==> src/hdl/cpu_consts.svh <==
`ifndef CPU_CONSTS_SVH
`define CPU_CONSTS_SVH

// datapath and instruction word width
`define CPU_DATA_W 16
// port A and port B address width, 256 words
`define CPU_RAM_AW 8
`define CPU_NREGS 16
// highest legal opcode; anything above is illegal
`define CPU_HALT_OP 4'hE

// bit positions in the flag vector
`define CPU_FLAG_C 3
`define CPU_FLAG_Z 2
`define CPU_FLAG_N 1
`define CPU_FLAG_V 0

`endif
==> src/hdl/isa_pkg.sv <==
`include "cpu_consts.svh"

package isa_pkg;

	typedef logic [`CPU_DATA_W-1:0] word_t; // data or instruction word
	typedef logic [$clog2(`CPU_NREGS)-1:0] reg_idx_t;
	typedef logic [`CPU_RAM_AW-1:0] ram_addr_t;
	typedef logic [3:0] flags_t; // c z n v, see CPU_FLAG_*

	// opcode field, instr[15:12]; 4'hf is left unnamed and traps as illegal
	typedef enum logic [3:0] {
		OP_ADD   = 4'h0,
		OP_SUB   = 4'h1,
		OP_AND   = 4'h2,
		OP_OR    = 4'h3,
		OP_XOR   = 4'h4,
		OP_MOV   = 4'h5,
		OP_ADDI  = 4'h6, // sign-extended imm8
		OP_MOVI  = 4'h7,
		OP_LSH   = 4'h8,
		OP_CMP   = 4'h9, // flags only
		OP_LOAD  = 4'ha,
		OP_STOR  = 4'hb,
		OP_BCOND = 4'hc, // pc relative
		OP_JCOND = 4'hd, // pc from rsrc
		OP_HALT  = `CPU_HALT_OP
	} opcode_e;

	// branch condition, rides in the rdest field
	typedef enum logic [3:0] {
		COND_EQ = 4'h0,
		COND_NE = 4'h1,
		COND_CS = 4'h2,
		COND_CC = 4'h3,
		COND_LT = 4'h4,
		COND_GE = 4'h5,
		COND_AL = 4'h6
	} cond_e;

endpackage

==> src/hdl/regfile.sv <==
`timescale 1ns/1ps
`include "cpu_consts.svh"

module regfile (
	input  logic clk,
	input  logic reset,
	input  logic we,
	input  isa_pkg::reg_idx_t waddr,
	input  isa_pkg::word_t wdata,
	input  isa_pkg::reg_idx_t raddr_a,
	input  isa_pkg::reg_idx_t raddr_b,
	output isa_pkg::word_t rdata_a,
	output isa_pkg::word_t rdata_b
);

	isa_pkg::word_t regs [`CPU_NREGS];

	// write port, all registers start at zero
	always_ff @(posedge clk or negedge reset) begin
		if (!reset) begin
			for (int i = 0; i < `CPU_NREGS; i++)
				regs[i] <= '0;
		end else if (we) begin
			regs[waddr] <= wdata;
		end
	end

	// async reads
	// a = rdest side (alu a, store data)
	assign rdata_a = regs[raddr_a];
	// b = rsrc side (alu b, address, jump target)
	assign rdata_b = regs[raddr_b];

endmodule

==> config.mk <==
export PLATFORM = sky130hd
export DESIGN_NAME = regfile
export DESIGN_NICKNAME = d
export VERILOG_FILES = /design/src/hdl/isa_pkg.sv /design/src/hdl/regfile.sv
export VERILOG_INCLUDE_DIRS = /design/src /design/src/hdl
export SDC_FILE = /design/constraint.sdc
export NUM_CORES = 1
export LEC_CHECK = 0
export ABC_AREA = 0
export BUFFER_PORTS_ARGS = -buffer_cell sky130_fd_sc_hd__buf_2
export CAP_MARGIN = 20
export CORE_ASPECT_RATIO = 0.7
export CORE_UTILIZATION = 44
export CTS_BUF_LIST = sky130_fd_sc_hd__clkbuf_2 sky130_fd_sc_hd__clkbuf_4 sky130_fd_sc_hd__clkbuf_8
export CTS_CLUSTER_DIAMETER = 80
export DETAILED_ROUTE_END_ITERATION = 10
export PLACE_DENSITY_LB_ADDON = 0.08
export SYNTH_ARGS = -nofsm -noshare
export SYNTH_HDL_FRONTEND = slang
export SYNTH_SLANG_ARGS = --single-unit
==> constraint.sdc <==
create_clock -name clk -period 2 [get_ports clk]
set_clock_uncertainty 0.15 [all_clocks]
set_input_delay 0.1 -clock clk [delete_from_list [all_inputs] [get_ports clk]]
set_output_delay 0.1 -clock clk [all_outputs]
set_load 0.02 [all_outputs]
==> run metrics <==
Starting Density 44.8%; final hold violation count 0; Largest Register regs; CP delay by family, top multiplexers; HPWL after detailed placement ~25,000 um; wire length per cell 29.2 um; FFs w/ async S/R, synth 100%; post-synth top area share 47.6%; clock slew at reported path FFs 60 ps; DP Worst Slack approximately 43 ps; FF+latch count, synth 256; worst vdd ir 0.000555 V; PD cells 1020 nW/um2; clock share of power 29.5%; Total GRT Usage 27.7%; CP max stage delay a little under 500 ps; Buffers on Ports 62; Crit Path Category reg2out; Vias/cell a little over 6; most frequent cell after synthesis dfrtp_1; CP Buf/Inv Count 1; top_reg_cell synth dfrtp_1; Final Max Tran Viols 0; status finished, violations left; critical path's slowest cell mux4_2; Area Growth Syn to Fin 21.8%; max FFs per register approximately 260; CP max FO 3; largest net degree at the start of global routing 73; std cell rows 53; die height about 150 um; FMAX 452 MHz; Final Core Density 54.6%; total DRC errors in the routed layout 0; NetSw 0.00488 W; failing checks setup timing; Detailed Route Iter0 Violations 556; vias in the first global route 9,397; YS warnings 0; hold slack 80.1 ps; Mapped Cells 849; max cap viols 0; sequential power share 43.7%; fraction of layout cells with a size suffix above 1 68.5%; Synth area leaders dfrtp_1 48%, mux4_2 21%, mux2_2 20%, a22oi_1 3.6%, mux2_4 1.2%; Clk Latency, worst-skew pair 570 ps; CTS root buffer clkbuf_8; worst path required time 1750 ps; post-synth top area cell dfrtp_1; synthesized cell area around 13,000 um2; die area 31,300 um2; CTS buffer count 44; drt pass-1 iters 4; routed wire length just over 40,000 um; final worst-path cycle share 111%; most frequent cells after synthesis 256 x dfrtp_1, 245 x mux2_2, 128 x mux4_2; crit path DAT 1960 ps; CTS tree built; min cycle time layout roughly 2200 ps; combinational share of power between 20% and 30%; synthesized net count 880; DRT antenna net count 0; largest registers regs (256); crit-path cells mux4_2 > a22oi_2 > nand2_2 > buf_6; Die Wd about 210 um; Yosys cell types 24; register area share after synthesis 47.6%; # nets final 989; Setup Viol. Count Final 32; cell leakage power 6.76 nW; sw frac 29.2%; gr ovfl total 0; Hold WC Path Type in2reg; Ports 63; CP Launch Type flop; internal power 0.0118 W; Slew headroom around 68%; CTS sink count around 260; initial antenna violation count 1; Crit. End Element output pin; final setup margin -214 ps; Worst Max-Slew Pin Slew 487 ps; CTS H-tree lvls 2; Core Region 30,000 um2; Post-synth EDFFs 0; first-pass GRT wire length 62,500 um; routed via count around 8,600; maximum buffer depth of the clock tree 3; fill count 2,409; unrepaired setup endpoints after global routing yes; syn_area_per_cell about 16 um2; Placer Congestion around 0.76
-- cell usage in the layout (no fill, tap or decap), types with 4 or more instances in the layout --
master           n
dfrtp_1        256
mux2_2         245
mux4_2         128
a22oi_2         55
clkbuf_8        54
buf_4           34
buf_6           32
buf_12          31
buf_2           27
nand2_1         19
dlygate4sd3_1   18
clkbuf_4        16
nand2_2         15
mux2_4          11
a22oi_1          9
nor2_2           8
nor3_4           6
nor2b_2          4
-- path summary, 6_finish.rpt --
path	startpoint	to	slack (ps)	cells after the start
max in group asynchronous	reset	regs[249]	460	4
min in group asynchronous	reset	regs[211]	430	3
setup reg to reg	regs[192]	regs[192]	950	2
hold / removal	waddr[3]	regs[153]	80	4
hold reg to reg	regs[141]	regs[141]	370	1
setup / recovery	regs[200]	rdata_a[8]	-210	4
-- layer usage --
| metal | up-vias | wire length [um] | GRT usage (%) |
|---|---|---|---|
| li1 | 3543 | - | - |
| met1 | 4774 | 18600 | 39.2 |
| met2 | 230 | 19500 | 44.0 |
| met3 | 81 | 1780 | 4.50 |
| met4 | 0 | 978 | 8.62 |
| met5 | - | 0 | 0 |
-- through the flow --
| stage | instances | instance area [um2] | total power, W | setup TNS, ps |
|---|---|---|---|---|
| floorplan | 849 | 13500 | 0.00998 | 0 |
| global placement | 1302 | 14800 | 0.0111 | 0 |
| detailed placement | 1302 | 14800 | 0.0113 | 0 |
| CTS | 1396 | 16300 | 0.0168 | -5750 |
| global route | 1398 | 16400 | 0.0175 | -6790 |
| finish | 1399 | 16400 | 0.0167 | -4250 |
-- power groups by stage --
| stage | Sequential [W] | Clock, W | Combinational (W) |
|---|---|---|---|
| 2_1_floorplan | 0.00702 | 0 | 0.00296 |
| 3_3_place_gp | 0.00721 | 0 | 0.00385 |
| 3_5_place_dp | 0.00735 | 0 | 0.00397 |
| 4_1_cts | 0.00727 | 0.00504 | 0.00445 |
| 5_1_grt | 0.00746 | 0.00527 | 0.00476 |
| 6_report | 0.00730 | 0.00493 | 0.00448 |
-- kinds of logic (layout without fill, tap and decap cells) --
family                 Yosys count  in the layout  share of synthesized area [%]
multiplexers                   384            384                           43.1
flip-flops                     256            256                           47.6
buffers and inverters           80            217                           3.03
AND/OR/NAND/NOR                 65             65                           2.74
AO/OA/AOI/OAI                   64             64                           3.57
other                            0              1                              0
-- area by class of cell --
cell class                 count  area, um2  area share, %
antenna                        1       2.50         0.0152
sequential                   256       6410           39.0
clock inverter                 4       32.5          0.198
tap                          412        515           3.14
clock buffer                  70        863           5.26
timing repair buffer         143       1570           9.54
multi-input combinational    513       7030           42.8
-- what timing repair did --
item,in CTS,in global routing
hold buffers,18,0
setup endpoints to repair,32,32
hold endpoints to repair,512,0
setup buffers,2,2
pin swaps,66,18
gates resized for setup,118,16
-- tightest hold or removal path, delay by kind of cell --
kind / cells / cell delay (ps)
buffers and inverters: 2 / 360
multiplexers: 1 / 220
AND/OR/NAND/NOR: 1 / 80
No activity file was read; power rests on OpenSTA's default activity.
