`config.mk`:
```
export PLATFORM = sky130hd
export DESIGN_NAME = alu
export DESIGN_NICKNAME = d
export VERILOG_FILES = /design/src/hdl/isa_pkg.sv /design/src/hdl/alu.sv
export VERILOG_INCLUDE_DIRS = /design/src /design/src/hdl
export SDC_FILE = /design/constraint.sdc
export NUM_CORES = 1
export LEC_CHECK = 0
export ABC_CLOCK_PERIOD_IN_PS = 5140
export BUFFER_PORTS_ARGS = -buffer_cell sky130_fd_sc_hd__buf_2
export CAP_MARGIN = 10
export CORE_MARGIN = 10
export CORE_UTILIZATION = 45
export DETAILED_ROUTE_END_ITERATION = 7
export PLACE_DENSITY = 0.65
export SLEW_MARGIN = 20
export SYNTH_ARGS = -nofsm -noshare
export SYNTH_HDL_FRONTEND = slang
export SYNTH_SLANG_ARGS = --single-unit
export TNS_END_PERCENT = 30
```
`constraint.sdc`:
```
create_clock -name vclk -period 5.14
set_clock_uncertainty 0.15 [all_clocks]
set_input_delay 1.028 -clock vclk [all_inputs]
set_output_delay 1.028 -clock vclk [all_outputs]
set_load 0.01 [all_outputs]
```
`src/hdl/cpu_consts.svh`:
```
`ifndef CPU_CONSTS_SVH
`define CPU_CONSTS_SVH

// datapath and instruction word width
`define CPU_DATA_W 16
// port A and port B address width, 256 words
`define CPU_RAM_AW 8
`define CPU_NREGS 16
// highest legal opcode; anything above is illegal
`define CPU_HALT_OP 4'hE

// bit positions in the flag vector
`define CPU_FLAG_C 3
`define CPU_FLAG_Z 2
`define CPU_FLAG_N 1
`define CPU_FLAG_V 0

`endif
```
`src/hdl/isa_pkg.sv`:
```
`include "cpu_consts.svh"

package isa_pkg;

	typedef logic [`CPU_DATA_W-1:0] word_t; // data or instruction word
	typedef logic [$clog2(`CPU_NREGS)-1:0] reg_idx_t;
	typedef logic [`CPU_RAM_AW-1:0] ram_addr_t;
	typedef logic [3:0] flags_t; // c z n v, see CPU_FLAG_*

	// opcode field, instr[15:12]; 4'hf is left unnamed and traps as illegal
	typedef enum logic [3:0] {
		OP_ADD   = 4'h0,
		OP_SUB   = 4'h1,
		OP_AND   = 4'h2,
		OP_OR    = 4'h3,
		OP_XOR   = 4'h4,
		OP_MOV   = 4'h5,
		OP_ADDI  = 4'h6, // sign-extended imm8
		OP_MOVI  = 4'h7,
		OP_LSH   = 4'h8,
		OP_CMP   = 4'h9, // flags only
		OP_LOAD  = 4'ha,
		OP_STOR  = 4'hb,
		OP_BCOND = 4'hc, // pc relative
		OP_JCOND = 4'hd, // pc from rsrc
		OP_HALT  = `CPU_HALT_OP
	} opcode_e;

	// branch condition, rides in the rdest field
	typedef enum logic [3:0] {
		COND_EQ = 4'h0,
		COND_NE = 4'h1,
		COND_CS = 4'h2,
		COND_CC = 4'h3,
		COND_LT = 4'h4,
		COND_GE = 4'h5,
		COND_AL = 4'h6
	} cond_e;

endpackage

```
`src/hdl/alu.sv`:
```
`timescale 1ns/1ps
`include "cpu_consts.svh"

module alu (
	input  isa_pkg::word_t a,
	input  isa_pkg::word_t b,
	input  isa_pkg::opcode_e op,
	input  isa_pkg::flags_t flags_in,
	output isa_pkg::word_t result,
	output isa_pkg::flags_t flags_out
);

	localparam int W = `CPU_DATA_W;
	localparam int SHW = $clog2(W); // shift amount bits

	logic [W:0] sum;  // msb is carry out
	logic [W:0] diff; // msb set means no borrow
	logic add_v;
	logic sub_v;
	logic c;
	logic v;
	logic set_all; // c z n v
	logic set_zn;  // logic ops, shift

	assign sum = {1'b0, a} + {1'b0, b};
	assign diff = {1'b0, a} + {1'b0, ~b} + 1'b1; // a + ~b + 1

	// signed overflow
	assign add_v = (a[W-1] == b[W-1]) && (sum[W-1] != a[W-1]);
	assign sub_v = (a[W-1] != b[W-1]) && (diff[W-1] != a[W-1]);

	always_comb begin
		result = a;
		c = 1'b0;
		v = 1'b0;
		set_all = 1'b0;
		set_zn = 1'b0;
		case (op)
			isa_pkg::OP_ADD, isa_pkg::OP_ADDI: begin
				result = sum[W-1:0];
				c = sum[W];
				v = add_v;
				set_all = 1'b1;
			end
			isa_pkg::OP_SUB, isa_pkg::OP_CMP: begin // cmp result is never written
				result = diff[W-1:0];
				c = diff[W];
				v = sub_v;
				set_all = 1'b1;
			end
			isa_pkg::OP_AND: begin
				result = a & b;
				set_zn = 1'b1;
			end
			isa_pkg::OP_OR: begin
				result = a | b;
				set_zn = 1'b1;
			end
			isa_pkg::OP_XOR: begin
				result = a ^ b;
				set_zn = 1'b1;
			end
			isa_pkg::OP_LSH: begin
				result = a << b[SHW-1:0]; // low 4 bits of rsrc
				set_zn = 1'b1;
			end
			isa_pkg::OP_MOV, isa_pkg::OP_MOVI: result = b;
			default: result = a; // load, store, branches, halt
		endcase
	end

	// flag merge, untouched bits pass through
	always_comb begin
		flags_out = flags_in;
		if (set_all || set_zn) begin
			flags_out[`CPU_FLAG_Z] = (result == '0);
			flags_out[`CPU_FLAG_N] = result[W-1];
		end
		if (set_all) begin
			flags_out[`CPU_FLAG_C] = c;
			flags_out[`CPU_FLAG_V] = v;
		end
	end

endmodule

```
==> summary.txt <==
Leak: 2.686 nW
Register area: 0 sq um
Most frequent cell after synthesis: nor2_1
Kind of critical path: in -> out
Critical path startpoint: b[0]
Die area: 0.01266 sq mm
Worst VDD drop: 61.04 uV
Status: complete, but fails checks
Setup TNS: -632.4 ps
Share of the cycle needed by the critical path after routing: 109.5%
Maxcap violations: 0
Final Setup Violations: 2
Final nets: 862
Commonest cells post-synth: 55 x nor2_1, 52 x a21oi_1, 50 x ha_1
Number of remaining DRC errors: 0
Relative max-transition margin: 46.57%
Leading area contributor after synthesis: ha_1
Synth warn: 0
CP max FO: 3
Cell count after synthesis: 569
Crit path arrival time: 4450 ps
First-pass GRT wire length: 28.09 mm
DPL Wire Length: 14.70 mm
Overall global routing resource usage: 26.23%
Die W: 112.5 um
Fin. Hold Viols: 0
Worst setup endpoint: flags_out[2]
Clk pwr share: 0%
Synth top area share: 16.24%
RePlAce Congestion: 1.012
Post-Route Hold Slack: 2207 ps
Sequential Power Share: 0%
DIE HEIGHT: 112.5 um
Setup WS post-layout: -490.2 ps
Number of fill cells in the layout: 780
Number of vias per cell: 6.219
Post-Synthesis Cell Area: 0.003851 sq mm
Area of the core: 0.008258 sq mm
Post-Syn Nets: 661
Initial antenna violation count: 0
Least-Margin Pin Slew: 799.7 ps
CLK BUF: 0
Avg Cell Area, Syn: 6.768 sq um
Most area-consuming cells after synthesis: ha_1 16%, a21oi_1 6.8%, nor2_1 5.4%
CP Capture Type: output pin
Vias in the first global route: 5,280
Gr ovfl total: 0
Vias post-DR: 5,429
Sequential share of the synthesized area: 0%
Starting density of the core: 46.64%
First-pass iteration count of the detailed router: 5
Antenna violation net count after detailed routing: 0
Diode count: 0
Initial DRC count: 503
Share of cells above drive strength 1: 37.63%
Rows: 33
Combinational power share: 100.0%
RSZ-0062 raised after global routing: true
Total wire length: 17.90 mm
Seq_cells: 0
Max Freq: 177.6 MHz
Final Max Slew Viols: 0
Sw Share: 53.47%
Crit path time final: 5630 ps
Net switching power: 0.3427 mW
Startpoint Class: input port
Synth unique cells: 78
Non-Filler Instances: 873
Req. time, crit path: 3960 ps
Largest net degree at the start of global routing: 27
Pwr/cell area: 114.6 mW/mm^2
WL/cell: 20.50 um
IO Port Bufs: 60
Post-Place Cells: 869
Number of top-level pins: 60
Failing checks: negative setup slack
Area grow syn2layout: 45.26%
Hold Crit Class: in -> out
Int Pwr: 0.2983 mW
## repair_timing
action,in CTS,in global routing
buffers inserted,0,4
resized for setup,4,30
hold buffers,0,0
endpoints found under the setup margin,3,4
pin swaps,0,14
## layout by cell type, fill, tap and decap left out, types with 5 or more instances in the layout
cell type and count:
a211o_1 6, a21oi_1 51, a221oi_1 5, a31oi_1 8, buf_2 56, buf_4 175, ha_1 48, inv_1 44
mux2_2 8, mux2i_1 15, nand2_1 39, nand2b_1 9, nand3_1 15, nor2_1 55, nor2b_1 7, nor3_1 15
o21a_1 7, o21ai_0 32, o221ai_1 6, o22ai_1 14, o31ai_1 6, o32ai_1 5, or3_1 7, xnor2_1 7
## power groups by stage
stage	Combinational (mW)	Sequential, mW	Clock, mW
after CTS	0.607	0	0
after global placement	0.594	0	0
after floorplan	0.322	0	0
after global routing	0.688	0	0
final	0.641	0	0
after detailed placement	0.602	0	0
## metrics by stage
step	setup WS (ps)	power [mW]	area [sq um]	utilization [%]
2_1_floorplan	-188.8	0.3221	3890	-
3_3_place_gp	-409.4	0.5941	5435	65.82
3_5_place_dp	-459.8	0.6021	5435	65.82
4_1_cts	-439.3	0.6072	5454	66.05
5_1_grt	-545.5	0.6875	5594	67.74
6_report	-490.2	0.6410	5594	67.74
## routing by layer
layer | part of all wire [%] | wire length, um | vias up | GRT usage [%]
met2 | 46 | 8214 | 328 | 42.87
met4 | 1.7 | 306 | 0 | 4.061
met3 | 11 | 1901 | 34 | 3.994
met5 | 0 | 0 | - | 0
met1 | 42 | 7477 | 2529 | 35.90
li1 | - | - | 2538 | -
## worst min-delay path by stage
stage	depth (start not counted)	start	slack (ps)	endpoint
6_report	4	flags_in[1]	2210	flags_out[1]
5_1_grt	4	flags_in[1]	2240	flags_out[1]
4_1_cts	4	flags_in[1]	2200	flags_out[1]
3_5_place_dp	4	flags_in[1]	2200	flags_out[1]
3_3_place_gp	4	flags_in[1]	2200	flags_out[1]
2_1_floorplan	2	flags_in[2]	2040	flags_out[2]
## area by class of cell
type                            instances  area, sq um  area share [%]
Timing Repair Buffer                  236         1663           29.72
Tap cell                              105        131.4           2.348
Multi-Input combinational cell        483         3610           64.53
Inverter                               49        190.2           3.400
## kinds of logic (layout without fill, tap and decap cells)
family | count (synthesis) | in the layout | share of synthesized area [%]
adders and majority gates | 52 | 52 | 17.28
buffers and inverters | 86 | 285 | 9.454
xor gates and xnor gates | 9 | 9 | 2.047
and+or+nand+nor | 187 | 187 | 24.37
muxes | 27 | 27 | 8.577
AOI/OAI and AO/OA | 208 | 208 | 38.27
## worst max-delay path: stages
cell and delay (ps):
buf_8 90, ha_4 130, inv_2 30, fa_2 530, or3_4 120, a21oi_2 40, o31ai_1 230, a31oi_1 180
or3_4 430, nor4b_2 260, or4b_4 510, or4_4 530, o31ai_4 180, buf_2 160
No activity file was read; power rests on OpenSTA's default activity.
