--- config.mk ---
export PLATFORM = sky130hd
export DESIGN_NAME = control_decoder
export DESIGN_NICKNAME = d
export VERILOG_FILES = /design/src/hdl/ctrl_pkg.sv /design/src/hdl/isa_pkg.sv /design/src/hdl/control_decoder.sv
export VERILOG_INCLUDE_DIRS = /design/src /design/src/hdl
export SDC_FILE = /design/constraint.sdc
export NUM_CORES = 1
export LEC_CHECK = 0
export ABC_AREA = 1
export ABC_CLOCK_PERIOD_IN_PS = 3100
export BUFFER_PORTS_ARGS = -buffer_cell sky130_fd_sc_hd__buf_2
export CORE_MARGIN = 1
export CORE_UTILIZATION = 34
export CTS_BUF_LIST = sky130_fd_sc_hd__clkbuf_8
export CTS_CLUSTER_DIAMETER = 50
export DETAILED_ROUTE_END_ITERATION = 7
export SYNTH_ARGS = -nofsm -noshare
export SYNTH_HDL_FRONTEND = slang
export SYNTH_SLANG_ARGS = --single-unit
--- constraint.sdc ---
create_clock -name clk -period 3.1 [get_ports clk]
set_clock_uncertainty 0.05 [all_clocks]
set_input_delay 0.465 -clock clk [delete_from_list [all_inputs] [get_ports clk]]
set_output_delay 0.465 -clock clk [all_outputs]
set_load 0.02 [all_outputs]
--- src/hdl/cpu_consts.svh ---
`ifndef CPU_CONSTS_SVH
`define CPU_CONSTS_SVH

// datapath and instruction word width
`define CPU_DATA_W 16
// port A and port B address width, 256 words
`define CPU_RAM_AW 8
`define CPU_NREGS 16
// highest legal opcode; anything above is illegal
`define CPU_HALT_OP 4'hE

// bit positions in the flag vector
`define CPU_FLAG_C 3
`define CPU_FLAG_Z 2
`define CPU_FLAG_N 1
`define CPU_FLAG_V 0

`endif
--- src/hdl/ctrl_pkg.sv ---
package ctrl_pkg;

	// multicycle sequencer
	typedef enum logic [2:0] {
		IDLE,    // waiting for start
		FETCH,   // port A at pc, pc increments
		DECODE,  // instruction word arrives, ir latched
		EXECUTE, // alu, branch, write-back
		MEMORY   // load and store only
	} seq_state_e;

	// register file write data
	typedef enum logic {
		WB_ALU = 1'b0,
		WB_RAM = 1'b1 // port A read data
	} wb_src_e;

endpackage

--- src/hdl/isa_pkg.sv ---
`include "cpu_consts.svh"

package isa_pkg;

	typedef logic [`CPU_DATA_W-1:0] word_t; // data or instruction word
	typedef logic [$clog2(`CPU_NREGS)-1:0] reg_idx_t;
	typedef logic [`CPU_RAM_AW-1:0] ram_addr_t;
	typedef logic [3:0] flags_t; // c z n v, see CPU_FLAG_*

	// opcode field, instr[15:12]; 4'hf is left unnamed and traps as illegal
	typedef enum logic [3:0] {
		OP_ADD   = 4'h0,
		OP_SUB   = 4'h1,
		OP_AND   = 4'h2,
		OP_OR    = 4'h3,
		OP_XOR   = 4'h4,
		OP_MOV   = 4'h5,
		OP_ADDI  = 4'h6, // sign-extended imm8
		OP_MOVI  = 4'h7,
		OP_LSH   = 4'h8,
		OP_CMP   = 4'h9, // flags only
		OP_LOAD  = 4'ha,
		OP_STOR  = 4'hb,
		OP_BCOND = 4'hc, // pc relative
		OP_JCOND = 4'hd, // pc from rsrc
		OP_HALT  = `CPU_HALT_OP
	} opcode_e;

	// branch condition, rides in the rdest field
	typedef enum logic [3:0] {
		COND_EQ = 4'h0,
		COND_NE = 4'h1,
		COND_CS = 4'h2,
		COND_CC = 4'h3,
		COND_LT = 4'h4,
		COND_GE = 4'h5,
		COND_AL = 4'h6
	} cond_e;

endpackage

--- src/hdl/control_decoder.sv ---
`timescale 1ns/1ps
`include "cpu_consts.svh"

module control_decoder (
	input  logic clk,
	input  logic reset,
	input  logic start,
	input  isa_pkg::word_t instr,
	input  isa_pkg::word_t rsrc_val,
	input  isa_pkg::flags_t flags_next,
	output logic busy,
	output logic done,
	output logic bad_op,
	output logic pc_clear,
	output logic pc_en,
	output logic pc_branch,
	output logic pc_load,
	output logic addr_sel,
	output logic reg_we,
	output logic mem_we,
	output logic use_imm,
	output ctrl_pkg::wb_src_e wb_src,
	output isa_pkg::opcode_e op,
	output isa_pkg::reg_idx_t rdest,
	output isa_pkg::reg_idx_t rsrc,
	output isa_pkg::word_t imm,
	output isa_pkg::flags_t flags
);

	ctrl_pkg::seq_state_e state;
	ctrl_pkg::seq_state_e state_next;
	isa_pkg::word_t ir;
	isa_pkg::cond_e cond;
	logic cond_ok;
	logic accept;     // start taken
	logic stop_op;    // halt or illegal seen at decode
	logic illegal;
	logic sets_flags;
	logic is_mem;

	// instruction register, loaded as the fetched word arrives
	always_ff @(posedge clk) begin
		if (state == ctrl_pkg::DECODE)
			ir <= instr;
	end

	// field decode
	assign op = isa_pkg::opcode_e'(ir[15:12]);
	assign rdest = ir[11:8];
	assign rsrc = ir[7:4];
	assign cond = isa_pkg::cond_e'(ir[11:8]);
	// jump target rides the same bus as the displacement
	// pc was bumped at fetch, so disp 0 lands on the next instruction
	assign imm = (op == isa_pkg::OP_JCOND) ? rsrc_val
		: {{(`CPU_DATA_W-8){ir[7]}}, ir[7:0]};
	assign use_imm = (op == isa_pkg::OP_ADDI) || (op == isa_pkg::OP_MOVI);
	assign is_mem = (op == isa_pkg::OP_LOAD) || (op == isa_pkg::OP_STOR);

	// stop check looks at the raw word, ir is not loaded yet
	assign illegal = instr[15:12] > `CPU_HALT_OP; // only 4'hf
	assign stop_op = instr[15:12] >= `CPU_HALT_OP;

	// busy still high during the done cycle
	assign accept = start && !busy && (state == ctrl_pkg::IDLE);

	always_comb begin
		case (cond)
			isa_pkg::COND_EQ: cond_ok = flags[`CPU_FLAG_Z];
			isa_pkg::COND_NE: cond_ok = !flags[`CPU_FLAG_Z];
			isa_pkg::COND_CS: cond_ok = flags[`CPU_FLAG_C];
			isa_pkg::COND_CC: cond_ok = !flags[`CPU_FLAG_C];
			isa_pkg::COND_LT: cond_ok = flags[`CPU_FLAG_N] != flags[`CPU_FLAG_V];
			isa_pkg::COND_GE: cond_ok = flags[`CPU_FLAG_N] == flags[`CPU_FLAG_V];
			isa_pkg::COND_AL: cond_ok = 1'b1;
			default: cond_ok = 1'b0; // unused codes never branch
		endcase
	end

	always_comb begin
		case (op)
			isa_pkg::OP_ADD, isa_pkg::OP_SUB, isa_pkg::OP_AND, isa_pkg::OP_OR,
			isa_pkg::OP_XOR, isa_pkg::OP_ADDI, isa_pkg::OP_LSH,
			isa_pkg::OP_CMP: sets_flags = 1'b1;
			default: sets_flags = 1'b0;
		endcase
	end

	// sequencer next state
	always_comb begin
		state_next = state;
		case (state)
			ctrl_pkg::IDLE: if (accept) state_next = ctrl_pkg::FETCH;
			ctrl_pkg::FETCH: state_next = ctrl_pkg::DECODE;
			ctrl_pkg::DECODE: state_next = stop_op ? ctrl_pkg::IDLE : ctrl_pkg::EXECUTE;
			ctrl_pkg::EXECUTE: state_next = is_mem ? ctrl_pkg::MEMORY : ctrl_pkg::FETCH;
			ctrl_pkg::MEMORY: state_next = ctrl_pkg::FETCH;
			default: state_next = ctrl_pkg::IDLE;
		endcase
	end

	// per-state strobes
	always_comb begin
		pc_clear = 1'b0;
		pc_en = 1'b0;
		pc_branch = 1'b0;
		pc_load = 1'b0;
		addr_sel = 1'b0; // port A at pc
		reg_we = 1'b0;
		mem_we = 1'b0;
		wb_src = ctrl_pkg::WB_ALU;
		case (state)
			ctrl_pkg::IDLE: pc_clear = accept;
			ctrl_pkg::FETCH: pc_en = 1'b1;
			ctrl_pkg::EXECUTE: begin
				case (op)
					isa_pkg::OP_ADD, isa_pkg::OP_SUB, isa_pkg::OP_AND, isa_pkg::OP_OR,
					isa_pkg::OP_XOR, isa_pkg::OP_MOV, isa_pkg::OP_ADDI,
					isa_pkg::OP_MOVI, isa_pkg::OP_LSH: reg_we = 1'b1;
					isa_pkg::OP_BCOND: begin
						pc_en = cond_ok; // untaken costs the same 3 cycles
						pc_branch = 1'b1;
					end
					isa_pkg::OP_JCOND: begin
						pc_en = cond_ok;
						pc_load = 1'b1;
					end
					// address goes out a cycle early, registered read
					isa_pkg::OP_LOAD, isa_pkg::OP_STOR: addr_sel = 1'b1;
					default: ;
				endcase
			end
			ctrl_pkg::MEMORY: begin
				addr_sel = 1'b1; // rsrc register as address
				if (op == isa_pkg::OP_LOAD) begin
					reg_we = 1'b1;
					wb_src = ctrl_pkg::WB_RAM;
				end
				mem_we = (op == isa_pkg::OP_STOR);
			end
			default: ;
		endcase
	end

	always_ff @(posedge clk or negedge reset) begin
		if (!reset) begin
			state <= ctrl_pkg::IDLE;
			busy <= 1'b0;
			done <= 1'b0;
			bad_op <= 1'b0;
			flags <= '0;
		end else begin
			state <= state_next;
			done <= (state == ctrl_pkg::DECODE) && stop_op; // one-cycle pulse
			if (accept)
				busy <= 1'b1;
			else if (done)
				busy <= 1'b0; // drops after the done cycle
			if (accept)
				bad_op <= 1'b0;
			else if (state == ctrl_pkg::DECODE && illegal)
				bad_op <= 1'b1; // rises with done
			if (state == ctrl_pkg::EXECUTE && sets_flags)
				flags <= flags_next;
		end
	end

endmodule

==> results.toml <==
[placement]
detailed_place.area_um2 = 1790
globalplace.congestion = 0.716
hpwlAfterDp_um = 2370
pre_cts_ws_ns = 1.21
io_buffers = 82

[global_route]
grt_pass1_vias = 1055
grt_start_max_net_pins = 20
antenna_violations_before_repair = 0
grt_remaining_overflow = 0
globalRouteTotalUtil_pct = 13.8
grt_first_pass_wirelength_um = 4550

[cells_and_area]
post_route_cells_drive_above_1_share_pct = 40.5
final_core_util_pct = 46.1
growth_of_design_area_from_synthesis_to_finish_pct = 30.1
final_net_count = 272
insertedDiodeCount = 0
finished_layout_cell_area_um2 = 1850

[pwr]
p_leak_uw = 0.000981
comb_power_share_pct = 48.3
sw_frac_of_total_pct = 44.9
p_switching_uw = 705
clockPowerShare_pct = 12.6
power.density_nw_per_um2 = 850
peakVddDrop_uv = 336
cellInternalPower_uw = 864
flop_pwr_share_pct = 39.0

[critical_path]
cp_slowest_stage_delay_ns = 0.41
worst_r2r_startpoint = "state[2]"
end_kind = "output pin"
cpLargestDelayFamily = "simple AND/OR/NAND/NOR gates"
cp.buffers_inverters = 2
r2r.worst_path.cells = 6
ff2ff_setup_slack_ns = 1.37
crit_type = "flop to output pin"
worst_r2r_endpoint = "sets_flags"
cp_max_fo = 18
cell_breakdown_of_the_critical_path = "inv_1 -> nand4_4 -> nand2_1 -> o21ai_1 -> buf_2"
arrival_ns = 1.68
timing.critical_path.from_type = "flop"
timing.critical_path.required_ns = 2.58
worst_path_cell_with_the_longest_stage_delay = "edfxtp_1"

[clock_network]
ctsLongestPathBuffers = 2
cts_max_level = 1
cts.reportedPaths.clkPinSlew_ns = 0.10
numCtsBuffers = 3
clock_tree.root_cell = "clkbuf_8"
clock_sinks = 27
post-cts-setup-buffer-count = 0
cts_tree = "built"
clk_latency_ns = 0.27
cts-resized-gates = 0
cts_hold_repair.buffers = 1

[timing]
timing.final.ws_setup_ns = 0.907
grt_setup_unrepaired = "false"
max_freq_ghz = 0.456
setup_tns_ns = 0
hold_slack_ns = 0.309
finalMaxSlewViolations = 0
least_margin_pin_slew_ns = 0.699
final_hold_violation_count = 0
slew_headroom_pct = 53.4
setup_viol_count_final = 0
timing.final.crit_share_pct = 70.7
final.min_clock_period_ns = 2.19

[min_path]
worstHoldEndpoint = "ir[2]"
holdCritStartpoint = "instr[2]"
min_path_type = "input port to flop"
hold_depth = 1

[route]
route.detailed.vias_per_inst = 4.43
num_vias = 1249
detail_route.wirelength_um = 3070
wire_per_inst_um = 10.9
drt_drc_violations_left = 0
initialDrtViolationCount = 50
router_iterations_before_antenna_repair = 4
postRouteAntennaNets = 0

[yosys]
number_of_instances_in_the_synthesized_netlist = 158
ys.warnings.count = 0
postSynthRegisterBits = 27
synth-seq-area-share_pct = 52.9
synth_area_per_cell_um2 = 8.98
post_synth_instance_area_um2 = 1420
count_of_distinct_cell_types_in_the_synthesized_netlist = 19
synth_fp_nets = 197

[die]
die-width_um = 66.6
io-pin-count = 83
initial_utilization_pct = 35.5
placement_rows = 23
die_outline_height_um = 66.6
core_um2 = 4000
die_area_um2 = 4440

[run]
max_cap_violations = 0

[outcome]
status = "finished clean"
-- per-stage QoR --
step	total power, µW	cells
finish	1570	282
global route	1700	282
CTS	1590	282
detailed placement	1380	277
global placement	1380	277
floorplan	1180	158
-- worst register-to-register path: cells and delay by family, from the launching register on --
family	cells	cell delay, ns
AO/OA/AOI/OAI	2	0.31
AND/OR/NAND/NOR	1	0.14
flip-flops	1	0.37
buffers and inverters	3	0.75
-- routing by layer --
metal,vias up,GRT usage (%),part of all wire (%)
met5,-,0,0
met4,0,4.79,0.42
met3,2,3.60,9.8
met2,59,23.1,43
met1,543,17.1,46
li1,645,-,-
-- cell families (layout without fill, tap and decap cells) --
kind of cell           Yosys count  count (layout)  synth area share, %
AND/OR/NAND/NOR                 58              58                 17.9
buffers and inverters           42             116                 14.8
flip-flops                      27              27                 52.9
AO/OA/AOI/OAI                   24              24                 8.82
multiplexers                     7               7                 5.56
-- placed cells by master (no fill, tap or decap) --
| cell | count |
|---|---|
| mux2_2 | 7 |
| dlygate4sd3_1 | 1 |
| nand4_1 | 1 |
| o21ai_0 | 4 |
| o211ai_1 | 1 |
| a21oi_1 | 8 |
| nand3_1 | 6 |
| dfrtp_1 | 10 |
| nand3_2 | 1 |
| nor2_1 | 18 |
| buf_2 | 82 |
| dfxtp_1 | 1 |
| nand2_1 | 29 |
| clkbuf_8 | 3 |
| inv_1 | 30 |
| nand4_4 | 1 |
| nor3_1 | 2 |
| edfxtp_1 | 16 |
| o22ai_1 | 2 |
| o21ai_1 | 9 |
-- flip-flops by register name (all words and copies together) (netlist names) --
name,cells
bad_op,1
ir,16
sets_flags,1
flags,4
state,3
done,1
busy,1
-- how the worst max path moves through the flow --
stage | start | endpoint | slack [ns] | cells after the start
floorplan | state[1] | reg_we | 1.33 | 5
global placement | ir[13] | imm[13] | 1.26 | 5
detailed placement | ir[13] | imm[9] | 1.21 | 5
CTS | ir[13] | imm[9] | 0.89 | 5
global route | ir[13] | imm[14] | 0.73 | 5
finish | ir[13] | imm[9] | 0.91 | 5
-- layout make-up --
class	count	area (µm²)
clock inverter	1	3.75
clock buffer	3	41.3
multi-input combinational	89	458
timing repair buffer	83	420
inverter	29	109
fill	412	2150
sequential	27	751
tap	50	62.6
-- power groups by stage --
stage | clock (µW) | combinational, µW | sequential (µW)
after floorplan | 0 | 532 | 652
after global placement | 0 | 758 | 622
after detailed placement | 0 | 763 | 621
after CTS | 211 | 767 | 614
after global routing | 222 | 850 | 627
final | 198 | 758 | 613
-- synth_stat cells --
library cell  count  area share [%]
a21oi_1           8             2.8
buf_4            12             6.3
buf_6             1            0.79
dfrtp_1          10              18
dfxtp_1           1             1.4
edfxtp_1         16              34
inv_1            29             7.7
mux2_2            7             5.6
nand2_1          29             7.7
nand3_1           6             2.1
nand3_2           1            0.71
nand4_1           1            0.44
nand4_4           1             1.5
nor2_1           18             4.8
nor3_1            2            0.71
o211ai_1          1            0.53
o21ai_0           4             1.4
o21ai_1           9             3.2
o22ai_1           2            0.88
Note: power is estimated with default switching activity, not from simulation.
