===== config.mk =====
export PLATFORM = sky130hd
export DESIGN_NAME = program_counter
export DESIGN_NICKNAME = d
export VERILOG_FILES = /design/src/hdl/isa_pkg.sv /design/src/hdl/program_counter.sv
export VERILOG_INCLUDE_DIRS = /design/src /design/src/hdl
export SDC_FILE = /design/constraint.sdc
export NUM_CORES = 1
export LEC_CHECK = 0
export BUFFER_PORTS_ARGS = -buffer_cell sky130_fd_sc_hd__buf_2
export CAP_MARGIN = 0
export CORE_UTILIZATION = 50
export DETAILED_ROUTE_END_ITERATION = 10
export PLACE_DENSITY = 0.86
export SETUP_SLACK_MARGIN = 0.3
export SYNTH_ARGS = -nofsm -noshare
export SYNTH_HDL_FRONTEND = slang
export SYNTH_SLANG_ARGS = --single-unit

===== constraint.sdc =====
create_clock -name clk -period 3.1 [get_ports clk]
set_input_delay 0.93 -clock clk [delete_from_list [all_inputs] [get_ports clk]]
set_output_delay 0.93 -clock clk [all_outputs]
set_load 0.1 [all_outputs]

===== src/hdl/cpu_consts.svh =====
`ifndef CPU_CONSTS_SVH
`define CPU_CONSTS_SVH

// datapath and instruction word width
`define CPU_DATA_W 16
// port A and port B address width, 256 words
`define CPU_RAM_AW 8
`define CPU_NREGS 16
// highest legal opcode; anything above is illegal
`define CPU_HALT_OP 4'hE

// bit positions in the flag vector
`define CPU_FLAG_C 3
`define CPU_FLAG_Z 2
`define CPU_FLAG_N 1
`define CPU_FLAG_V 0

`endif

===== src/hdl/isa_pkg.sv =====
`include "cpu_consts.svh"

package isa_pkg;

	typedef logic [`CPU_DATA_W-1:0] word_t; // data or instruction word
	typedef logic [$clog2(`CPU_NREGS)-1:0] reg_idx_t;
	typedef logic [`CPU_RAM_AW-1:0] ram_addr_t;
	typedef logic [3:0] flags_t; // c z n v, see CPU_FLAG_*

	// opcode field, instr[15:12]; 4'hf is left unnamed and traps as illegal
	typedef enum logic [3:0] {
		OP_ADD   = 4'h0,
		OP_SUB   = 4'h1,
		OP_AND   = 4'h2,
		OP_OR    = 4'h3,
		OP_XOR   = 4'h4,
		OP_MOV   = 4'h5,
		OP_ADDI  = 4'h6, // sign-extended imm8
		OP_MOVI  = 4'h7,
		OP_LSH   = 4'h8,
		OP_CMP   = 4'h9, // flags only
		OP_LOAD  = 4'ha,
		OP_STOR  = 4'hb,
		OP_BCOND = 4'hc, // pc relative
		OP_JCOND = 4'hd, // pc from rsrc
		OP_HALT  = `CPU_HALT_OP
	} opcode_e;

	// branch condition, rides in the rdest field
	typedef enum logic [3:0] {
		COND_EQ = 4'h0,
		COND_NE = 4'h1,
		COND_CS = 4'h2,
		COND_CC = 4'h3,
		COND_LT = 4'h4,
		COND_GE = 4'h5,
		COND_AL = 4'h6
	} cond_e;

endpackage


===== src/hdl/program_counter.sv =====
`timescale 1ns/1ps

module program_counter (
	input  logic clk,
	input  logic reset,
	input  logic clear,
	input  logic en,
	input  logic branch,
	input  logic load,
	input  isa_pkg::word_t disp,
	input  isa_pkg::word_t target,
	output isa_pkg::word_t pc
);

	always_ff @(posedge clk or negedge reset) begin
		if (!reset) begin
			pc <= '0;
		end else if (clear) begin
			pc <= '0; // run starts at address 0
		end else if (en) begin
			if (load)
				pc <= target;      // register jump
			else if (branch)
				pc <= pc + disp;   // disp already sign-extended
			else
				pc <= pc + 1'b1;   // fetch step
		end
	end

endmodule


==> run_results.csv, run 1 <==
group,metric,value,unit
floorplanning,die_area,0.00387,mm²
clocking,clock_sinks,16,
drt,ant_nets,0,
finish,area_growth,22.2,%
critical_path,startpoint_type,"primary input",
critical_path,worstPathRequired,3290,ps
synthesis,synth_top_cell_by_area,"dfrtp_1",
timing,maxSlewHeadroom,66.4,%
clocking,cts_root_buf,"clkbuf_4",
placed_design,place_area,0.00216,mm²
timing,finalMaxSlewViolations,0,
synthesis,yosys_most_used_dff,"dfrtp_1",
synthesis,syn-instance-count,212,
timing,hold_viol,0,
pwr,leakage,1.07,nW
synthesis,yosys.cell_count.top_type,"dfrtp_1",
floorplanning,die_h,62.2,µm
timing,rsz0062_at_grt,"true",
timing,tns,0,ps
placed_design,dpl.hpwl,3.59,mm
drt,num_vias,1888,
timing,max_freq,366,MHz
status,status,"finished, final reports clean",
synthesis,synth_top_family_by_area,"compound AO/OA/AOI/OAI gates",
synthesis,synth_area_per_cell,8.55,µm²
critical_path,path_max_fanout,14,
critical_path,path_class,"in -> reg",
timing,period_needed,2730,ps
timing,fin_skew,1.72,ps
global_routing,grt_max_degree,31,
finish,design_area,0.00221,mm²
clocking,clock_latency,300,ps
timing,hold_slack,531,ps
drt,remaining_drc_errors,0,
synthesis,synth-xor-area-share,2.42,%
synthesis,async_flop_share,100,%
floorplanning,ios,54,
drt,post_drt_wl_per_cell,15.1,µm
placed_design,dp_slack,-25.3,ps
timing,tightestPinTransition,503,ps
finish,stdcell_count,311,
pwr,totalPowerFinal,0.786,mW
synthesis,mappedNetlistArea,0.00181,mm²
drt,wl,4.69,mm
synthesis,synth_warnings,0,
synthesis,synth_top_area_share,22.1,%
floorplanning,core,0.00342,mm²
synthesis,syn-num-nets,266,
finish,layout-drive-gt1-share,31.3,%
global_routing,grt_overflow_total,0,
finish,top_register,"pc",
pwr,ir_worst_vdd,0.216,mV
placed_design,place.port_buffers,53,
finish,largest_reg_flops,16,
floorplanning,rows,21,
synthesis,synth_edf_count,0,
synthesis,synth_top_cells_by_count,"dfrtp_1 (16), ha_1 (15), and2_1 (14), nor2_1 (14), nand2_1 (11)",
global_routing,grt_pass1_vias,1690,
critical_path,cp-end-kind,"register",
clocking,clockBufferDepth,2,
finish,utilization,64.8,%
hold_path,hold_path_class,"in -> async",
clocking,cts_tree,"yes",
drt,drtIter0Drc,74,
drt,post_drt_via_cell_ratio,6.07,
drt,firstDrtPassIters,4,
synthesis,synthDistinctLibCells,54,
synthesis,synth_compound_area_share,29.6,%
critical_path,cp.arrival,2920,ps
clocking,h-tree-depth,1,
synthesis,synth-adder-area-share,11.5,%
job,drv_cap,0,
global_routing,grt_usage,24.9,%
finish,nNetsFinal,320,
synthesis,synth.area.mux_share,4.42,%
clocking,cts_hold_buf,0,
finish,antenna_cells,0,
global_routing,grt_pass1_wl,7.74,mm
pwr,power.density,355,mW/mm²
timing,period_share,88.1,%
clocking,cts_made_buffers,3,
timing,setup_viol,0,
global_routing,grt_antenna_before_repair,0,
floorplanning,die_w,62.2,µm
synthesis,synth-seq-cells,16,
timing,fin_ws,368,ps
floorplanning,initial_utilization,53.0,%
clocking,path_clk_slew,100,ps
synthesis,yosys-top-cells-area,"dfrtp_1 (22%), ha_1 (10%), and2_1 (4.8%), mux2i_1 (4.4%), a211oi_1 (3.3%)",
placed_design,place.gp.congestion,0.902,
synthesis,yosys.area_share.simple,25.1,%
finish,biggestRegsByFlops,"pc: 16 flops",
placed_design,dp_cells,307,
synthesis,seq_area_frac_synth,22.1,%
[area by class of cell]
class / instances / area (µm²)
clock buffer: 4 / 36.3
fill: 297 / 1200
inverter: 2 / 7.51
multi-input combinational: 179 / 1360
sequential: 16 / 400
tap: 46 / 57.6
timing repair buffer: 64 / 350
[repair_timing]
item                                    in CTS  in global routing
buffers inserted                             0                  0
endpoints found under the hold margin        0                  0
endpoints found under the setup margin       0                  5
resized for setup                            0                  2
[critical path, cell delays in order]
cell      delay (ps)
clkbuf_4         180
buf_4            160
and2_1           130
ha_1             300
and4_4           210
a221o_1          380
a221oi_2         280
or3b_1           360
[kinds of logic (layout without fill, tap and decap cells)]
kind of cell               Yosys count  after routing
and+or+nand+nor                     82             82
muxes                                8              8
buffers and inverters               17             70
AOI/OAI and AO/OA                   68             68
DFF                                 16             16
adders and majority gates           16             16
xor gates and xnor gates             5              5
[path summary, 6_finish.rpt]
kind | from | end | slack, ps | cells past startpoint
hold reg to reg | pc[7]$_DFFE_PN0P_ | pc[7]$_DFFE_PN0P_ | 550 | 2
setup reg to reg | pc[0]$_DFFE_PN0P_ | pc[12]$_DFFE_PN0P_ | 850 | 7
max in group asynchronous | reset | pc[8]$_DFFE_PN0P_ | 2290 | 1
setup / recovery | branch | pc[15]$_DFFE_PN0P_ | 370 | 8
min in group clk | pc[7]$_DFFE_PN0P_ | pc[7]$_DFFE_PN0P_ | 550 | 2
hold / removal | reset | pc[13]$_DFFE_PN0P_ | 530 | 1
[routing by layer]
| layer | vias to the layer above | part of all wire [%] | global-route usage [%] |
|---|---|---|---|
| met5 | - | 0 | 0 |
| met4 | 0 | 1.4 | 8.72 |
| met3 | 7 | 5.3 | 2.39 |
| met2 | 70 | 48 | 41.9 |
| met1 | 901 | 45 | 33.3 |
| li1 | 910 | - | - |
[report_power, final]
| part | leakage (nW) | switching (mW) | internal, mW |
|---|---|---|---|
| clock | 0.0210 | 0.0754 | 0.0718 |
| sequential | 0.212 | 0.0153 | 0.225 |
| combinational | 0.835 | 0.269 | 0.129 |
| total | 1.07 | 0.360 | 0.426 |
[layout by cell type, fill, tap and decap left out, types with 3 or more instances in the layout]
cell      netlist  routed
nor2_1         14      14
a21oi_1        10      10
a21o_1          4       4
and2_1         14      13
buf_4           1      11
xnor2_1         5       5
a211oi_1        8       8
mux2i_1         8       8
ha_1           15      13
nand2_1        11      11
o21ai_0         7       7
nor2b_1         8       8
clkbuf_4        0       4
nor3_1          8       8
and4_1          3       3
a31oi_1         6       6
o32ai_1         4       4
nand3_1         5       5
nand2b_1        6       6
buf_2           5      52
and3_1          3       3
a21oi_2         3       3
dfrtp_1        16      16
nand4_1         3       3
o21a_1          4       4
(Power assumes the default switching activity.)
==> run 2, diff against run 1 <==
--- a/config.mk
+++ b/config.mk
@@ -10,7 +10,7 @@
 export CAP_MARGIN = 0
 export CORE_UTILIZATION = 50
 export DETAILED_ROUTE_END_ITERATION = 10
-export PLACE_DENSITY = 0.86
+export PLACE_DENSITY = 0.78
 export SETUP_SLACK_MARGIN = 0.3
 export SYNTH_ARGS = -nofsm -noshare
 export SYNTH_HDL_FRONTEND = slang
==> run 2 against run 1 <==
Combinational power is 2% higher. Final cell count is 0.64% higher. Global-route usage is 2.6 points higher. Core utilization is 0.66 points higher. Critical endpoint unchanged. Highest routed layer unchanged.
==> run_results.csv, run 2 (synthesis gave the netlist of run 1 again) <==
group,metric,value,unit
placed_design,place.gp.congestion,0.874,
pwr,switchingPower,0.370,mW
clocking,path_clk_slew,110,ps
critical_path,cpMaxStageDelayCell,"a221o_1",
hold_path,hold_path_class,"in -> async",
finish,final_common_cell,"buf_2",
pwr,leakage,1.08,nW
drt,firstDrtPassIters,4,
floorplanning,core,0.00342,mm²
drt,ant_nets,0,
clocking,clock_latency,300,ps
critical_path,r2r_cells,7,
status,status,"finished, final reports clean",
clocking,clockBufferDepth,2,
floorplanning,die_w,62.2,µm
pwr,pwr-share-clk,19.2,%
floorplanning,die_h,62.2,µm
global_routing,grt_antenna_before_repair,0,
drt,num_vias,1880,
clocking,cts_made_buffers,3,
drt,wl,5.00,mm
finish,design_area,0.00224,mm²
timing,fin_ws,364,ps
finish,biggestRegsByFlops,"pc: 16 flops",
pwr,p_sw_share,46.3,%
timing,period_needed,2740,ps
critical_path,startpoint_type,"primary input",
critical_path,cp-end-kind,"register",
global_routing,grt_usage,27.5,%
drt,drtIter0Drc,97,
finish,area_growth,23.4,%
critical_path,cp-endpoint,"pc[15]$_DFFE_PN0P_",
finish,layout_common_cells,"buf_2 (52), dfrtp_1 (16), nor2_1 (14)",
critical_path,critPathLaunch,"branch",
critical_path,r2r-start,"pc[0]$_DFFE_PN0P_",
placed_design,dp_slack,-1.07,ps
floorplanning,ios,54,
timing,rsz0062_at_grt,"true",
critical_path,slowest_delay,390,ps
drt,post_drt_via_cell_ratio,6.01,
global_routing,grt_pass1_vias,1841,
placed_design,place_area,0.00218,mm²
pwr,combPwrFrac,50.6,%
clocking,clock_sinks,16,
critical_path,worstPathRequired,3290,ps
clocking,h-tree-depth,1,
finish,stdcell_count,313,
floorplanning,die_area,0.00387,mm²
drt,remaining_drc_errors,0,
pwr,ir_worst_vdd,0.192,mV
job,drv_cap,0,
finish,nNetsFinal,322,
global_routing,grt_overflow_total,0,
critical_path,path_max_fanout,13,
critical_path,r2r_end,"pc[12]$_DFFE_PN0P_",
global_routing,grt_max_degree,30,
pwr,totalPowerFinal,0.799,mW
pwr,power.density,358,mW/mm²
timing,maxSlewHeadroom,67.8,%
floorplanning,rows,21,
drt,post_drt_wl_per_cell,16.0,µm
finish,layout-drive-gt1-share,32.6,%
placed_design,place.port_buffers,53,
timing,period_share,88.3,%
finish,largest_reg_flops,16,
pwr,seqPwrFrac,30.2,%
timing,tightestPinTransition,486,ps
timing,setup_viol,0,
finish,antenna_cells,0,
floorplanning,initial_utilization,53.0,%
timing,fin_skew,3.03,ps
timing,hold_viol,0,
clocking,cts_tree,"yes",
finish,top_register,"pc",
timing,max_freq,365,MHz
placed_design,dp_cells,309,
critical_path,cp.arrival,2930,ps
critical_path,cp_cell_sequence,"clkbuf_4 -> buf_4 -> and2_1 -> ha_1 -> a21oi_2 -> o21ai_2 -> a221o_1 -> a221oi_2 -> or3b_1",
critical_path,path_class,"in -> reg",
global_routing,grt_pass1_wl,8.54,mm
placed_design,dpl.hpwl,3.74,mm
pwr,p_int,0.429,mW
critical_path,rrSetupSlack,840,ps
clocking,cts_root_buf,"clkbuf_4",
clocking,cts_setup_buffers,0,
timing,tns,0,ps
timing,finalMaxSlewViolations,0,
-- run 2: cell type report --
| class | count | area [µm²] |
|---|---|---|
| multi-input combinational | 179 | 1370 |
| fill | 317 | 1180 |
| sequential | 16 | 400 |
| timing repair buffer | 66 | 365 |
| tap | 46 | 57.6 |
| clock buffer | 4 | 36.3 |
| inverter | 2 | 7.51 |
-- run 2: power by group through the flow --
stage	Clock, mW	Sequential, mW	Combinational, mW
4_1_cts	0.153	0.241	0.399
3_3_place_gp	0	0.245	0.392
5_1_grt	0.161	0.244	0.435
2_1_floorplan	0	0.365	0.183
6_report	0.154	0.241	0.405
3_5_place_dp	0	0.245	0.397
-- run 2: critical path: cells and delay by family --
family,cells,cell delay (ps)
AOI/OAI and AO/OA,4,930
adders and majority gates,1,210
buffers and inverters,2,350
and+or+nand+nor,2,500
-- run 2: how the worst min path moves through the flow --
stage / from / to / slack [ps] / cells after the start
2_1_floorplan: reset / pc[0]$_DFFE_PN0P_ / 630 / 0
6_report: reset / pc[2]$_DFFE_PN0P_ / 530 / 1
4_1_cts: reset / pc[3]$_DFFE_PN0P_ / 560 / 1
3_3_place_gp: pc[7]$_DFFE_PN0P_ / pc[7]$_DFFE_PN0P_ / 530 / 2
3_5_place_dp: pc[7]$_DFFE_PN0P_ / pc[7]$_DFFE_PN0P_ / 560 / 2
5_1_grt: reset / pc[4]$_DFFE_PN0P_ / 560 / 1
-- run 2: what timing repair did --
item | 4_1_cts | 5_1_grt
hold buffers | 0 | 0
resized for setup | 0 | 4
endpoints found under the setup margin | 0 | 6
-- run 2: per-layer routing --
metal	track usage [%]	wire length (µm)	vias to the layer above
li1	-	-	918
met1	36.6	2170	860
met2	45.7	2390	85
met3	3.86	311	17
met4	9.01	126	0
met5	0	0	-
-- run 2: stage by stage --
stage	utilization [%]	hold slack, ps
6_report	65.5	532
5_1_grt	65.5	559
4_1_cts	64.8	555
3_5_place_dp	63.7	564
3_3_place_gp	63.7	534
2_1_floorplan	-	634
